<file path="src/mem_macros.svh">
`ifndef MEM_MACROS_SVH
`define MEM_MACROS_SVH

// ~~~~~~~~~~~~~~~~~~~~
// memory geometry
// ~~~~~~~~~~~~~~~~~~~~

`define MEM_WORDS_LOG2 10   // 1024 words, index from addr[11:2]

// ~~~~~~~~~~~~~~~~~~~~
// reset handling
// ~~~~~~~~~~~~~~~~~~~~

`define CLEAR_CYCLES 2      // requests dropped this long after reset

// ~~~~~~~~~~~~~~~~~~~~
// board LEDs
// ~~~~~~~~~~~~~~~~~~~~

`define LED_ADDR_LSB 3      // shows addr[18:3]
`define LED_WIDTH 16

`endif

</file>
<file path="src/mem_pkg.sv">
`include "mem_macros.svh"

package mem_pkg;

  // byte address from the CPU bus
  typedef logic [31:0] addr_type;

  // data word, read and write
  typedef logic [31:0] word_type;

  // one bit per byte lane; all zero means read
  typedef logic [3:0] strb_type;

  // address field mirrored on the LEDs
  typedef logic [`LED_WIDTH-1:0] led_type;

  // in-flight requests, never more than four
  typedef logic [2:0] cnt_type;

endpackage

</file>
<file path="src/mem_request_stage.sv">
`timescale 1ns/1ps

`include "mem_macros.svh"

module mem_request_stage (
  input  logic              CLOCK_CPU,
  input  logic              RESET,
  input  logic              mem_valid,
  input  mem_pkg::addr_type mem_addr,
  input  mem_pkg::word_type mem_wdata,
  input  mem_pkg::strb_type mem_wstrb,
  output logic              issue_valid,
  output mem_pkg::addr_type issue_addr,
  output mem_pkg::word_type issue_wdata,
  output mem_pkg::strb_type issue_wstrb,
  output mem_pkg::led_type  led
);

  import mem_pkg::*;

  logic [`CLEAR_CYCLES-1:0] clear;
  logic                     accept;
  led_type                  led_next;

  // ~~~~~~~~~~~~~~~~~~~~
  // clear window
  // ~~~~~~~~~~~~~~~~~~~~

  // loaded with ones on reset, shifts a zero in each cycle
  always_ff @(posedge CLOCK_CPU) begin
    if (RESET == 0) begin
      clear <= '1;
    end else begin
      clear <= {1'b0, clear[`CLEAR_CYCLES-1:1]};
    end
  end

  assign accept = mem_valid & ~clear[0];  // drop while window open

  // ~~~~~~~~~~~~~~~~~~~~
  // request register
  // ~~~~~~~~~~~~~~~~~~~~

  always_ff @(posedge CLOCK_CPU) begin
    if (RESET == 0) begin
      issue_valid <= 1'b0;
    end else begin
      issue_valid <= accept;
    end
  end

  // payload only, follows the valid bit
  always_ff @(posedge CLOCK_CPU) begin
    if (accept) begin
      issue_addr  <= mem_addr;
      issue_wdata <= mem_wdata;
      issue_wstrb <= mem_wstrb;
    end
  end

  // ~~~~~~~~~~~~~~~~~~~~
  // LED capture
  // ~~~~~~~~~~~~~~~~~~~~

  assign led_next = mem_addr[`LED_ADDR_LSB +: `LED_WIDTH];

  always_ff @(posedge CLOCK_CPU) begin
    if (RESET == 0) begin
      led <= '0;
    end else begin
      if (accept) begin
        led <= led_next;  // last accepted address
      end
    end
  end

endmodule

</file>
<file path="config.mk">
export PLATFORM = sky130hd
export DESIGN_NAME = mem_request_stage
export DESIGN_NICKNAME = d
export VERILOG_FILES = /design/src/mem_pkg.sv /design/src/mem_request_stage.sv
export VERILOG_INCLUDE_DIRS = /design/src /design/src/src
export SDC_FILE = /design/constraint.sdc
export NUM_CORES = 1
export LEC_CHECK = 0
export ABC_AREA = 0
export BUFFER_PORTS_ARGS = -buffer_cell sky130_fd_sc_hd__clkbuf_2
export CAP_MARGIN = 40
export CORE_UTILIZATION = 43
export DETAILED_ROUTE_END_ITERATION = 6
export PLACE_DENSITY = 0.79
export REMOVE_ABC_BUFFERS = 1
export SLEW_MARGIN = 25
export SYNTH_ARGS = -nofsm -noshare
export SYNTH_HDL_FRONTEND = slang
export SYNTH_SLANG_ARGS = --single-unit
</file>
<file path="constraint.sdc">
create_clock -name CLOCK_CPU -period 1.75 [get_ports CLOCK_CPU]
set_clock_uncertainty 0.15 [all_clocks]
set_input_delay 0.0875 -clock CLOCK_CPU [delete_from_list [all_inputs] [get_ports CLOCK_CPU]]
set_output_delay 0.0875 -clock CLOCK_CPU [all_outputs]
set_load 0.02 [all_outputs]
</file>
==> impl_results.rst <==
.. list-table::
   :header-rows: 1

   * - Metric
     - Value
   * - WHS
     - 153.3 ps
   * - Clock transition at path regs
     - 70 ps
   * - Most frequent standard cell in the layout excluding fill and tap cells
     - sky130_fd_sc_hd__clkbuf_2
   * - Largest net degree at the start of global routing
     - 47
   * - Post-synthesis sequential element count
     - 87
   * - Unrepaired setup endpoints after global routing
     - false
   * - Master cell of the clock root buffer
     - sky130_fd_sc_hd__clkbuf_8
   * - Data arrival time of the critical path
     - 1130 ps
   * - Area added between synthesis and finish
     - 61.22%
   * - Number of cells traversed by the worst register-to-register path
     - 2
   * - IR Drop Worst-Case VDD
     - 540.3 uV
   * - CTS sink count
     - 87
   * - I/O pins
     - 156
   * - Wire length of the first global-routing pass
     - 8.873 mm
   * - Cell area power density
     - 883.4 mW/mm^2
   * - Mapped cell area
     - 0.002794 mm^2
   * - Vias per cell
     - 4.475
   * - Largest stage delay on the critical path
     - 330 ps
   * - Fraction of final layout cells with drive strength greater than 1
     - 45.26%
   * - # Max-Cap Violations
     - 0
   * - Library cell contributing the largest single delay on the critical path
     - sky130_fd_sc_hd__dfxtp_1
   * - Count of antenna diodes in the layout
     - 0
   * - Data required, critical path
     - 1620 ps
   * - CP bufs+invs
     - 1
   * - Final setup violating endpoints
     - 0
   * - Post-layout nets
     - 446
   * - Number of global-route vias before repair
     - 1,947
   * - Endpoint kind of the worst setup timing path
     - flop
   * - Highest-count cells in the layout ignoring fill and taps
     - sky130_fd_sc_hd__clkbuf_2 (155), sky130_fd_sc_hd__dlygate4sd3_1 (68), sky130_fd_sc_hd__edfxtp_1 (68)
   * - Routed wire length
     - 6.516 mm
   * - Layout Cell Area excl Fill
     - 0.004504 mm^2
   * - Hold/Removal Path Class
     - in -> reg
   * - Category of the most critical setup path
     - reg -> reg
   * - TritonCTS buffer count
     - 9
   * - Pre-Repair DR Iteration Count
     - 4
   * - Clock period minus final worst setup slack
     - 1257 ps
   * - Remaining global-route overflow
     - 0
   * - Maximum net fanout on the critical path
     - 46
   * - WL per Instance
     - 14.26 um
   * - Share of synthesized area occupied by flip-flops and latches
     - 86.70%
   * - DIE WIDTH
     - 82.61 um
   * - Final max-slew violation count
     - 0
   * - H-tree depth
     - 3
   * - Overall die area
     - 0.006824 mm^2
   * - Tightest Pin Transition
     - 631.2 ps
   * - Number of antenna violations at the first check in global routing
     - 0
   * - Total number of vias
     - 2,045
   * - Launching element type of the critical path
     - flop
   * - Cell depth of the worst hold path
     - 2
   * - Worst setup slack for register-to-register paths
     - 490 ps
   * - Fin. Hold Viols
     - 0
   * - Fmax achieved
     - 795.8 MHz
   * - Area of the core
     - 0.006314 mm^2
   * - List of cells traversed by the critical path
     - nor2b_4, buf_12
   * - Crit path max-delay family
     - flip-flops
   * - Synthesis Warnings
     - 0
   * - Leakage dissipation
     - 1.933 nW
   * - Starting Density
     - 44.25%
   * - Global Route Usage Sum
     - 18.86%
   * - Remaining max-slew budget at the tightest pin
     - 57.92%
   * - Worst skew pair latency
     - 330 ps
   * - Register area
     - 0.002422 mm^2
   * - Global placer's final weighted congestion
     - 0.6697
   * - Number of violations reported at the end of detailed-routing iteration 0
     - 109
   * - DRT antenna net count
     - 0
   * - Sum of net half-perimeters after detailed placement
     - 3.886 mm
   * - Mean post-synth cell area
     - 19.27 um^2
   * - Number of different library cells in the post-synthesis netlist
     - 10
   * - Buffers from clock root to sink, at most
     - 2
   * - Die boundary height
     - 82.61 um
   * - Status
     - finished clean
   * - Number of post-CTS setup repair buffers
     - 0
   * - Instance count on the critical path
     - 2
   * - Final-layout fill cell count
     - 433
   * - Post-detailed-route DRC marker count
     - 0
   * - Total cell area at the placement stage
     - 0.003646 mm^2
   * - Buffers added on ports
     - 155
   * - Post-synthesis instance total
     - 145
   * - Standard-cell rows
     - 29
   * - Clock tree from TritonCTS
     - yes
   * - Fin crit share
     - 71.81%
   * - Footprint of the multi-input gates
     - 307.8 um^2
cell usage after synthesis (all sizes together):
library cell,count,area (um^2)
nand2b,1,6.260
edfxtp,68,2042
mux2i,16,160.2
nor2b,1,13.76
buf,6,60.06
dfxtp,19,380.4
inv,1,3.750
nand2,32,120.1
and2,1,7.510
state kept, by name (all words and copies together) (netlist names):
signal	count
issue_addr	32
issue_wdata	32
led	16
issue_wstrb	4
clear	2
issue_valid	1
final timing paths:
check / from / end
max: clear[0]$_SDFF_PN1_ / issue_addr[7]$_DFFE_PP_
min: RESET / clear[1]$_DFF_P_
max reg2reg: clear[0]$_SDFF_PN1_ / issue_addr[7]$_DFFE_PP_
min reg2reg: clear[1]$_DFF_P_ / clear[0]$_SDFF_PN1_
cell families (layout without fill, tap and decap cells):
logic type / Yosys count / in the layout / synth area share (%)
buf+inv: 7 / 242 / 2.284
flops: 87 / 87 / 86.70
mux: 16 / 16 / 5.732
simple gates: 35 / 35 / 5.285
final cells by class:
type                    count  share of cell area, %
clock buffers              13                  3.556
repair buffers            225                  33.22
well taps                  77                  2.139
clock inverters             3                 0.3889
flip-flops and latches     87                  53.78
multi-input cells          51                  6.833
inverters                   1                0.08333
per-layer routing:
layer,routed length [um],vias up,track usage [%],share of wire (%)
li1,-,982,-,-
met1,2314,954,18.04,36
met2,3467,98,35.37,53
met3,615,11,7.473,9.4
met4,117,0,8.103,1.8
met5,0,-,0,0
worst register-to-register path, cell delays in order, from the launching register on:
cell and delay (ps):
sky130_fd_sc_hd__dfxtp_1 330, sky130_fd_sc_hd__nor2b_4 170, sky130_fd_sc_hd__buf_12 270
timing repair:
action                                  in CTS  in global routing
endpoints found under the setup margin       0                  0
resized for setup                            0                  0
hold buffers                                68                  0
hold endpoints to repair                    84                  0
where the power goes:
| part | internal [W] | switching [W] | total [W] |
|---|---|---|---|
| Combinational | 0.000212 | 0.000194 | 0.000406 |
| Sequential | 0.00229 | 0.0000211 | 0.00231 |
| Clock | 0.000600 | 0.000658 | 0.00126 |
| Total | 0.00311 | 0.000873 | 0.00398 |
stage by stage:
step	worst slack (ps)	utilization [%]	setup TNS, ps	instances	total power, W
2_1_floorplan	-485.3	-	-40130	139	0.002483
3_3_place_gp	513.5	57.75	0	373	0.002632
3_5_place_dp	498.6	57.75	0	373	0.002644
4_1_cts	488.7	71.34	0	457	0.004011
5_1_grt	416.5	71.34	0	457	0.004138
6_report	493.4	71.34	0	457	0.003979
(Power assumes the default switching activity.)
