--- src/mem_macros.svh ---
`ifndef MEM_MACROS_SVH
`define MEM_MACROS_SVH

// ~~~~~~~~~~~~~~~~~~~~
// memory geometry
// ~~~~~~~~~~~~~~~~~~~~

`define MEM_WORDS_LOG2 10   // 1024 words, index from addr[11:2]

// ~~~~~~~~~~~~~~~~~~~~
// reset handling
// ~~~~~~~~~~~~~~~~~~~~

`define CLEAR_CYCLES 2      // requests dropped this long after reset

// ~~~~~~~~~~~~~~~~~~~~
// board LEDs
// ~~~~~~~~~~~~~~~~~~~~

`define LED_ADDR_LSB 3      // shows addr[18:3]
`define LED_WIDTH 16

`endif

--- src/mem_pkg.sv ---
`include "mem_macros.svh"

package mem_pkg;

  // byte address from the CPU bus
  typedef logic [31:0] addr_type;

  // data word, read and write
  typedef logic [31:0] word_type;

  // one bit per byte lane; all zero means read
  typedef logic [3:0] strb_type;

  // address field mirrored on the LEDs
  typedef logic [`LED_WIDTH-1:0] led_type;

  // in-flight requests, never more than four
  typedef logic [2:0] cnt_type;

endpackage

--- src/mem_response_stage.sv ---
`timescale 1ns/1ps

module mem_response_stage (
  input  logic              CLOCK_CPU,
  input  logic              RESET,
  input  logic              issue_valid,
  input  logic              bank_valid,
  input  mem_pkg::word_type bank_rdata,
  output logic              mem_ready,
  output mem_pkg::word_type mem_rdata,
  output logic              busy
);

  import mem_pkg::*;

  cnt_type inflight;

  // ~~~~~~~~~~~~~~~~~~~~
  // bus response
  // ~~~~~~~~~~~~~~~~~~~~

  always_ff @(posedge CLOCK_CPU) begin
    if (RESET == 0) begin
      mem_ready <= 1'b0;
    end else begin
      mem_ready <= bank_valid;  // single-cycle strobe
    end
  end

  always_ff @(posedge CLOCK_CPU) begin
    if (bank_valid) begin
      mem_rdata <= bank_rdata;
    end
  end

  // ~~~~~~~~~~~~~~~~~~~~
  // in-flight count
  // ~~~~~~~~~~~~~~~~~~~~

  // up on issue, down as the response leaves
  always_ff @(posedge CLOCK_CPU) begin
    if (RESET == 0) begin
      inflight <= '0;
    end else begin
      case ({issue_valid, mem_ready})
        2'b10:   inflight <= inflight + cnt_type'(1);
        2'b01:   inflight <= inflight - cnt_type'(1);
        default: inflight <= inflight;  // none, or both at once
      endcase
    end
  end

  // issue_valid covers the cycle before the count catches up
  assign busy = issue_valid | (inflight != '0);

endmodule

--- config.mk ---
export PLATFORM = sky130hd
export DESIGN_NAME = mem_response_stage
export DESIGN_NICKNAME = d
export VERILOG_FILES = /design/src/mem_pkg.sv /design/src/mem_response_stage.sv
export VERILOG_INCLUDE_DIRS = /design/src /design/src/src
export SDC_FILE = /design/constraint.sdc
export NUM_CORES = 1
export LEC_CHECK = 0
export BUFFER_PORTS_ARGS = -buffer_cell sky130_fd_sc_hd__buf_2
export CAP_MARGIN = 15
export CORE_MARGIN = 1
export CORE_UTILIZATION = 41
export DETAILED_ROUTE_END_ITERATION = 16
export PLACE_DENSITY_LB_ADDON = 0.08
export SLEW_MARGIN = 5
export SYNTH_ARGS = -nofsm -noshare
export SYNTH_HDL_FRONTEND = slang
export SYNTH_SLANG_ARGS = --single-unit
--- constraint.sdc ---
create_clock -name CLOCK_CPU -period 1.8 [get_ports CLOCK_CPU]
set_clock_uncertainty 0.2 [all_clocks]
set_input_delay 0.09 -clock CLOCK_CPU [delete_from_list [all_inputs] [get_ports CLOCK_CPU]]
set_output_delay 0.09 -clock CLOCK_CPU [all_outputs]
set_load 0.05 [all_outputs]
==> metrics.cfg, run 1 <==
[clock_network]
cts_tree=built
clock_latency_ps=320
post_cts_buffers=0
cts.sinks=36
cts_htree_levels=2
clkTransAtPathRegs_ps=100
clockBufferDepth=2
cts_buffers=5
clockRootBuffer=clkbuf_4

[placement]
portBuffers=69
place_congestion=0.809
hpwl_um=1490
place_area_um2=1560

[timing]
rsz0062_at_grt=false
period_needed_ps=1700
hold_violations=0
setup_viol=0
clock.fmax_mhz=588
finalMaxSlewViolations=0
setup-tns-final_ps=0
worst_pin_slew_ps=315
relSlewSlack_pct=79.0
period_share_pct=94.4

[setup_path]
critPathKind=flip-flop to flip-flop
arrival_ps=1760
cp_max_fo=2
cp-end-kind=flip-flop
r2r_end=inflight[2]$_SDFFE_PN0P_
reg2regPathDepth=5
rr_startpoint=mem_ready$_SDFF_PN0_
worst_setup_path_start_kind=flip-flop
rrSetupSlack_ps=100
critPathRequiredTime_ps=1860

[layout]
multi_input_area_um2=108
final_nets=199
drive_above_1_share_pct=47.5
regArea_um2=1040
fin_area_um2=1960
antenna_cells=0
fillers=172
area_growth_pct=70.1

[die]
initial_core_util_pct=44.8
die_area_um2=3020
die_h_um=55.0
coreArea_um2=2570
ios=70
die_w_um=55.0
rows=18

[run_status]
status=complete, no violations

[min_path]
hp-start=issue_valid
hold_depth=5
hp-class=input pin to flip-flop
whs_endpoint=inflight[2]$_SDFFE_PN0P_

[synthesis]
syn-instance-count=49
synth_xor_area_share_pct=1.52
synth_top_family_by_area=simple AND/OR/NAND/NOR gates
synthAdderAreaFrac_pct=2.83
avgSynthCellArea_um2=23.5
synth-seq-cells=36
synthSimpleGateAreaFrac_pct=2.83
syn_nets=87
ys_seq_area_share_pct=90.5
ys.warnings.count=0
muxShareOfSynthArea_pct=0.871
synth_compound_area_share_pct=1.09
synth_cell_type_count=13
syn_area_um2=1150

[global_route]
antenna_found_initial=0
grt_max_degree=22
grt_pass1_wl_um=3310
grt_overflow_total=0
grt_use_total_pct=17.1
grt_pass1_vias=798

[job]
drv_cap=0

[routing]
ant_nets=0
drt_first_pass_iters=4
routed_wl_um=2370
drt_first_iter_violations=7
viasPerCell=4.35
vias=836
wl_per_cell_um=12.3
drc=0

[power]
power_leakage_nw=0.847
p_per_area_nw_per_um2=931
vdd.ir_drop.worst_uv=738
power_mw=1.82

flip-flops by register name, summed over array words and instances (netlist names):
name / flops
inflight: 3
mem_ready: 1
mem_rdata: 32
cells in the mapped netlist:
cell / number / area share [%]
and2_1: 2 / 1.1
mux2i_1: 1 / 0.87
inv_1: 1 / 0.33
ha_1: 1 / 1.1
dfxtp_1: 4 / 7.0
edfxtp_1: 32 / 84
or3_1: 1 / 0.54
or4_1: 1 / 0.65
a21boi_1: 1 / 0.65
nor2b_1: 1 / 0.54
o21ai_0: 1 / 0.43
fa_1: 1 / 1.7
xnor2_1: 2 / 1.5
placed cells by master, fill, tap and decap left out, types with 2 or more instances in the layout:
cell and count:
and2_1 2, buf_2 69, clkbuf_1 2, clkbuf_4 5
dfxtp_1 3, dlygate4sd3_1 35, edfxtp_1 32, xnor2_1 2
how the worst max path moves through the flow:
stage	from	end	slack [ps]	cells past startpoint
final	mem_ready$_SDFF_PN0_	inflight[2]$_SDFFE_PN0P_	100	5
after global routing	mem_ready$_SDFF_PN0_	inflight[2]$_SDFFE_PN0P_	1	5
after CTS	mem_ready$_SDFF_PN0_	inflight[2]$_SDFFE_PN0P_	80	5
after detailed placement	mem_ready$_SDFF_PN0_	inflight[2]$_SDFFE_PN0P_	90	5
after global placement	mem_ready$_SDFF_PN0_	inflight[2]$_SDFFE_PN0P_	120	5
after floorplan	mem_ready$_SDFF_PN0_	inflight[2]$_SDFFE_PN0P_	3	5
repair_timing:
| item | in CTS | in global routing |
|---|---|---|
| endpoints found under the setup margin | 0 | 1 |
| resized for setup | 0 | 0 |
| hold buffers | 35 | 0 |
| hold endpoints to repair | 47 | 0 |
kinds of logic after synthesis:
group,after synthesis
compound gates,2
mux,1
simple gates,5
fa+ha+maj,2
flops,36
buf+inv,1
xor+xnor,2
stage by stage:
step	worst slack [ps]	hold WS, ps	util (%)	instances
floorplan	3.24	-11.1	-	49
global placement	122	66.5	60.6	149
detailed placement	85.1	68.1	60.6	149
CTS	76.8	113	76.2	192
global route	1.34	149	76.2	192
finish	100	122	76.2	192
layout make-up:
cell class / count / area share, %
multi-input combinational: 12 / 5.50
tap: 30 / 1.92
sequential: 36 / 53.3
clock inverter: 1 / 0.192
inverter: 1 / 0.192
timing repair buffer: 105 / 36.6
clock buffer: 7 / 2.30
critical path, cell delays in order (launching register included):
cell and delay, ps:
dfxtp_2 330, ha_2 180, fa_1 370, xnor2_1 140
or3_1 300, a21boi_1 120
layer usage:
metal,wire length [µm],up-vias,GRT usage [%]
met5,0,-,0
met4,19,0,7.50
met2,1200,45,28.1
met3,204,3,5.74
met1,944,378,20.5
li1,-,410,-
power breakdown:
part / leakage [nW] / total (mW) / internal [mW] / switching, mW
registers: 0.346 / 1.01 / 0.983 / 0.0229
logic: 0.473 / 0.435 / 0.142 / 0.293
clock network: 0.0269 / 0.381 / 0.150 / 0.231
(Power assumes the default switching activity.)
==> inputs of run 2 (changes only) <==
--- a/config.mk
+++ b/config.mk
@@ -11,7 +11,7 @@
 export CORE_MARGIN = 1
 export CORE_UTILIZATION = 41
 export DETAILED_ROUTE_END_ITERATION = 16
-export PLACE_DENSITY_LB_ADDON = 0.08
+export PLACE_DENSITY = 0.79
 export SLEW_MARGIN = 5
 export SYNTH_ARGS = -nofsm -noshare
 export SYNTH_HDL_FRONTEND = slang
==> metrics.cfg, run 2 (synthesis results as in run 1) <==
[clock_network]
cts_tree=built
cts_htree_levels=2  ; unchanged
clockRootBuffer=clkbuf_4
clkTransAtPathRegs_ps=100  ; about the same
clock_latency_ps=330  ; about the same
post_cts_buffers=0  ; unchanged
clockBufferDepth=2  ; unchanged
cts_buffers=5  ; unchanged
cts.sinks=36  ; unchanged

[power]
p_int_mw=1.27  ; -0.78%
p_sw_share_pct=31.2  ; +1.2 points
vdd.ir_drop.worst_uv=825  ; +12%
power.share.clock_pct=21.4  ; +0.5 points
power_leakage_nw=0.834  ; -1.5%
p_sw_mw=0.574  ; +5.1%
p_seq_share_pct=54.8  ; -0.4 points
combPwrFrac_pct=23.7  ; -0.2 points
p_per_area_nw_per_um2=958  ; +2.8%

[layout]
fillers=168  ; -2.3%
final_nets=196  ; -1.5%
largest-register=mem_rdata
final_common_cell=buf_2
largestRegisters=mem_rdata (32), inflight (3), mem_ready (1)
stdcell_count=189  ; -1.6%
drive_above_1_share_pct=49.1  ; +1.5 points
largest_reg_flops=32  ; unchanged
layout_common_cells=68 x buf_2, 33 x dlygate4sd3_1, 32 x edfxtp_1
area_growth_pct=67.0
fin_util_pct=74.8  ; -1.4 points
antenna_cells=0  ; unchanged

[setup_path]
cp-end-kind=flip-flop
cp_max_fo=2  ; unchanged
worstPathCellList=ha_2, fa_1, xnor2_1, or3_1, a21boi_1
critPathRequiredTime_ps=1870  ; about the same
max_stage_delay_ps=380  ; about the same
crit_start=mem_ready$_SDFF_PN0_
rr_startpoint=mem_ready$_SDFF_PN0_
arrival_ps=1800  ; +40 ps
critPathKind=flip-flop to flip-flop
worst_setup_path_start_kind=flip-flop
slowest_stage=fa_1

[global_route]
antenna_found_initial=0  ; unchanged
grt_max_degree=34  ; +55%
grt_pass1_wl_um=3750  ; +13%
grt_use_total_pct=19.7  ; +2.6 points
grt_overflow_total=0  ; unchanged
grt_pass1_vias=892  ; +12%

[routing]
routed_wl_um=2770  ; +17%
drt_first_pass_iters=4  ; unchanged
viasPerCell=4.53  ; +4.0%
wl_per_cell_um=14.7  ; +19%
drc=0  ; unchanged
ant_nets=0  ; unchanged
vias=856  ; +2.4%
drt_first_iter_violations=7  ; unchanged

[timing]
period_needed_ps=1740  ; +37.0 ps
relSlewSlack_pct=53.4  ; -26 points
rsz0062_at_grt=false
period_share_pct=96.5  ; +2.1 points
clock.fmax_mhz=576  ; -2.1%
hold_violations=0  ; unchanged
setup-tns-final_ps=0  ; unchanged
finalMaxSlewViolations=0  ; unchanged
worst_pin_slew_ps=699  ; +385 ps
setup_viol=0  ; unchanged

[die]
rows=18  ; unchanged
die_area_um2=3020  ; unchanged
ios=70  ; unchanged
initial_core_util_pct=44.8  ; unchanged
coreArea_um2=2570  ; unchanged
die_w_um=55.0  ; unchanged
die_h_um=55.0  ; unchanged

[min_path]
hp-start=issue_valid
hp-class=input pin to flip-flop

[placement]
dp.cells=148  ; -0.67%
portBuffers=69  ; unchanged
place_congestion=0.624  ; -23%

[job]
drv_cap=0  ; unchanged

[run_status]
status=complete, no violations

==> run 2: what timing repair did <==
item | CTS | global route
hold buffers | 33 | 0
endpoints found under the setup margin | 0 | 1
endpoints found under the hold margin | 36 | 0
gates resized for setup | 0 | 2
==> run 2: worst paths after layout <==
kind / to / slack (ps) / cells past startpoint
max: inflight[2]$_SDFFE_PN0P_ / 60 / 5
min: inflight[2]$_SDFFE_PN0P_ / 130 / 5
max reg2reg: inflight[2]$_SDFFE_PN0P_ / 60 / 5
min reg2reg: inflight[2]$_SDFFE_PN0P_ / 310 / 2
==> run 2: per-layer routing <==
| metal | track usage, % | wire length (µm) | up-vias |
|---|---|---|---|
| met4 | 8.33 | 63 | 0 |
| li1 | - | - | 403 |
| met3 | 11.2 | 345 | 8 |
| met1 | 17.6 | 989 | 386 |
| met5 | 0 | 0 | - |
| met2 | 35.7 | 1370 | 59 |
==> run 2: per-stage QoR <==
stage / cell area (µm²) / power, mW / hold WS [ps] / worst slack (ps)
global placement: 1540 / 1.39 / 66.8 / 128
floorplan: 1150 / 1.29 / -11.1 / 3.24
CTS: 1920 / 1.85 / 109 / 55.0
finish: 1920 / 1.84 / 131 / 63.0
global route: 1920 / 1.92 / 117 / 12.3
detailed placement: 1540 / 1.40 / 68.1 / 81.3
==> run 2: power by group through the flow <==
| stage | combinational (mW) | clock (mW) | sequential (mW) |
|---|---|---|---|
| after floorplan | 0.0472 | 0 | 1.24 |
| after global placement | 0.367 | 0 | 1.02 |
| after detailed placement | 0.375 | 0 | 1.03 |
| after CTS | 0.431 | 0.408 | 1.01 |
| after global routing | 0.459 | 0.445 | 1.02 |
| final | 0.437 | 0.394 | 1.01 |
==> run 2: worst max-delay path, delay by kind of cell (launching register included) <==
kind	cells	cell delay [ps]
XOR/XNOR	1	140
flip-flops	1	340
AND/OR/NAND/NOR	1	310
adder cells (fa/ha/maj)	2	560
AO/OA/AOI/OAI	1	140
==> run 2: cell type report <==
cell class	count	area [µm²]	share of cell area, %
Sequential cell	36	1040	54.3
Inverter	1	3.75	0.195
Clock buffer	5	37.5	1.95
Timing Repair Buffer	102	678	35.3
Tap cell	30	37.5	1.95
Multi-Input combinational cell	12	108	5.60
Clock inverter	3	13.8	0.717
==> inputs of run 3 (changes only) <==
--- a/config.mk
+++ b/config.mk
@@ -12,7 +12,9 @@
 export CORE_UTILIZATION = 41
 export DETAILED_ROUTE_END_ITERATION = 16
 export PLACE_DENSITY = 0.79
+export RECOVER_POWER = 50
 export SLEW_MARGIN = 5
 export SYNTH_ARGS = -nofsm -noshare
 export SYNTH_HDL_FRONTEND = slang
 export SYNTH_SLANG_ARGS = --single-unit
+export TNS_END_PERCENT = 20
==> metrics.cfg, run 3 (synthesis results as in run 1) <==
[run_status]
status=complete, no violations

[layout]
antenna_cells=0  ; unchanged
fin_util_pct=74.7  ; -0.15 points
area_growth_pct=66.7
layout_common_cells=64 x buf_2, 33 x dlygate4sd3_1, 32 x edfxtp_1
largestRegisters=mem_rdata (32), inflight (3), mem_ready (1)
final_nets=196  ; unchanged
final_common_cell=buf_2
fillers=171  ; +1.8%
largest_reg_flops=32  ; unchanged
largest-register=mem_rdata
stdcell_count=189  ; unchanged
drive_above_1_share_pct=47.2  ; -1.9 points

[routing]
routed_wl_um=2770  ; -0.22%
dr_wl_met3_um=345  ; unchanged
drc=0  ; unchanged
wl_met1_um=983  ; -0.61%
wl_per_cell_um=14.6  ; -0.22%
wl_met2_um=1370  ; unchanged
vias=854  ; -0.23%
routed.top_layer=met4
drt_first_pass_iters=4  ; unchanged
drt_first_iter_violations=6  ; -1
viasPerCell=4.52  ; -0.23%
ant_nets=0  ; unchanged

[global_route]
grt_pass1_wl_um=3750  ; unchanged
antenna_found_initial=0  ; unchanged
grt_max_degree=34  ; unchanged
grt_use_total_pct=19.7  ; unchanged
grt_overflow_total=0  ; unchanged
grt_pass1_vias=892  ; unchanged

[setup_path]
cp_max_fo=2  ; unchanged
critPathKind=flip-flop to flip-flop
worst_setup_path_start_kind=flip-flop
critPathRequiredTime_ps=1870  ; about the same
cp-end-kind=flip-flop
arrival_ps=1800  ; about the same

[die]
ios=70  ; unchanged
rows=18  ; unchanged
initial_core_util_pct=44.8  ; unchanged
die_w_um=55.0  ; unchanged
die_h_um=55.0  ; unchanged
die_area_um2=3020  ; unchanged
coreArea_um2=2570  ; unchanged

[clock_network]
cts.sinks=36  ; unchanged
post_cts_buffers=0  ; unchanged
cts_htree_levels=2  ; unchanged
clkTransAtPathRegs_ps=100  ; about the same
clockBufferDepth=2  ; unchanged
clockRootBuffer=clkbuf_4
cts_tree=built
clock_latency_ps=330  ; about the same
cts_buffers=5  ; unchanged

[job]
drv_cap=0  ; unchanged

[timing]
rsz0062_at_grt=false
setup_viol=0  ; unchanged
finalMaxSlewViolations=0  ; unchanged
period_needed_ps=1740  ; -0.0226 ps
clock.fmax_mhz=576  ; about the same
hold_violations=0  ; unchanged
worst_pin_slew_ps=783  ; +83.4 ps
setup-tns-final_ps=0  ; unchanged
period_share_pct=96.5  ; about the same
relSlewSlack_pct=47.8  ; -5.6 points

[placement]
portBuffers=69  ; unchanged
place_congestion=0.624  ; unchanged
dp.cells=148  ; unchanged

[min_path]
hp-class=input pin to flip-flop

[power]
vdd.ir_drop.worst_uv=825  ; about the same
power_leakage_nw=0.826  ; -0.96%
p_per_area_nw_per_um2=959  ; +0.15%
power_mw=1.84  ; about the same

-- run 3: timing repair --
| item | in CTS | in global routing |
|---|---|---|
| hold endpoints to repair | 36 | 0 |
| hold buffers | 33 | 0 |
| gates resized for setup | 0 | 2 |
| endpoints found under the setup margin | 0 | 1 |
-- run 3: layout make-up --
| class | instances | area (µm²) | area share [%] |
|---|---|---|---|
| multi-input combinational | 12 | 108 | 5.61 |
| clock buffer | 5 | 37.5 | 1.96 |
| sequential | 36 | 1040 | 54.4 |
| tap | 30 | 37.5 | 1.96 |
| timing repair buffer | 102 | 674 | 35.2 |
| clock inverter | 3 | 13.8 | 0.718 |
| inverter | 1 | 3.75 | 0.196 |
-- run 3: metrics by stage --
step / setup slack [ps] / area, µm² / hold WS (ps)
6_report: 63.0 / 1920 / 131
5_1_grt: 12.3 / 1920 / 117
4_1_cts: 55.0 / 1920 / 109
3_5_place_dp: 81.3 / 1540 / 68.1
3_3_place_gp: 128 / 1540 / 66.8
2_1_floorplan: 3.24 / 1150 / -11.1
-- run 3: power by group --
part,total (mW),internal [mW],switching [mW],leakage (nW)
clock network,0.394,0.143,0.251,0.0324
registers,1.01,0.984,0.0249,0.346
logic,0.436,0.137,0.298,0.447
-- run 3: worst paths after layout --
path / startpoint / end / slack (ps) / cells after the start
hold / removal: issue_valid / inflight[2]$_SDFFE_PN0P_ / 130 / 5
setup reg to reg: mem_ready$_SDFF_PN0_ / inflight[2]$_SDFFE_PN0P_ / 60 / 5
hold reg to reg: inflight[2]$_SDFFE_PN0P_ / inflight[2]$_SDFFE_PN0P_ / 310 / 2
setup / recovery: mem_ready$_SDFF_PN0_ / inflight[2]$_SDFFE_PN0P_ / 60 / 5
-- run 3: worst max-delay path: stages (launching register included) --
cell and delay [ps]:
dfxtp_2 340, ha_2 180, fa_1 380, xnor2_1 140
or3_1 310, a21boi_1 140
-- run 3: layer usage --
metal,vias up,GRT usage [%]
li1,403,-
met1,384,17.6
met2,59,35.7
met3,8,11.2
met4,0,8.33
met5,-,0
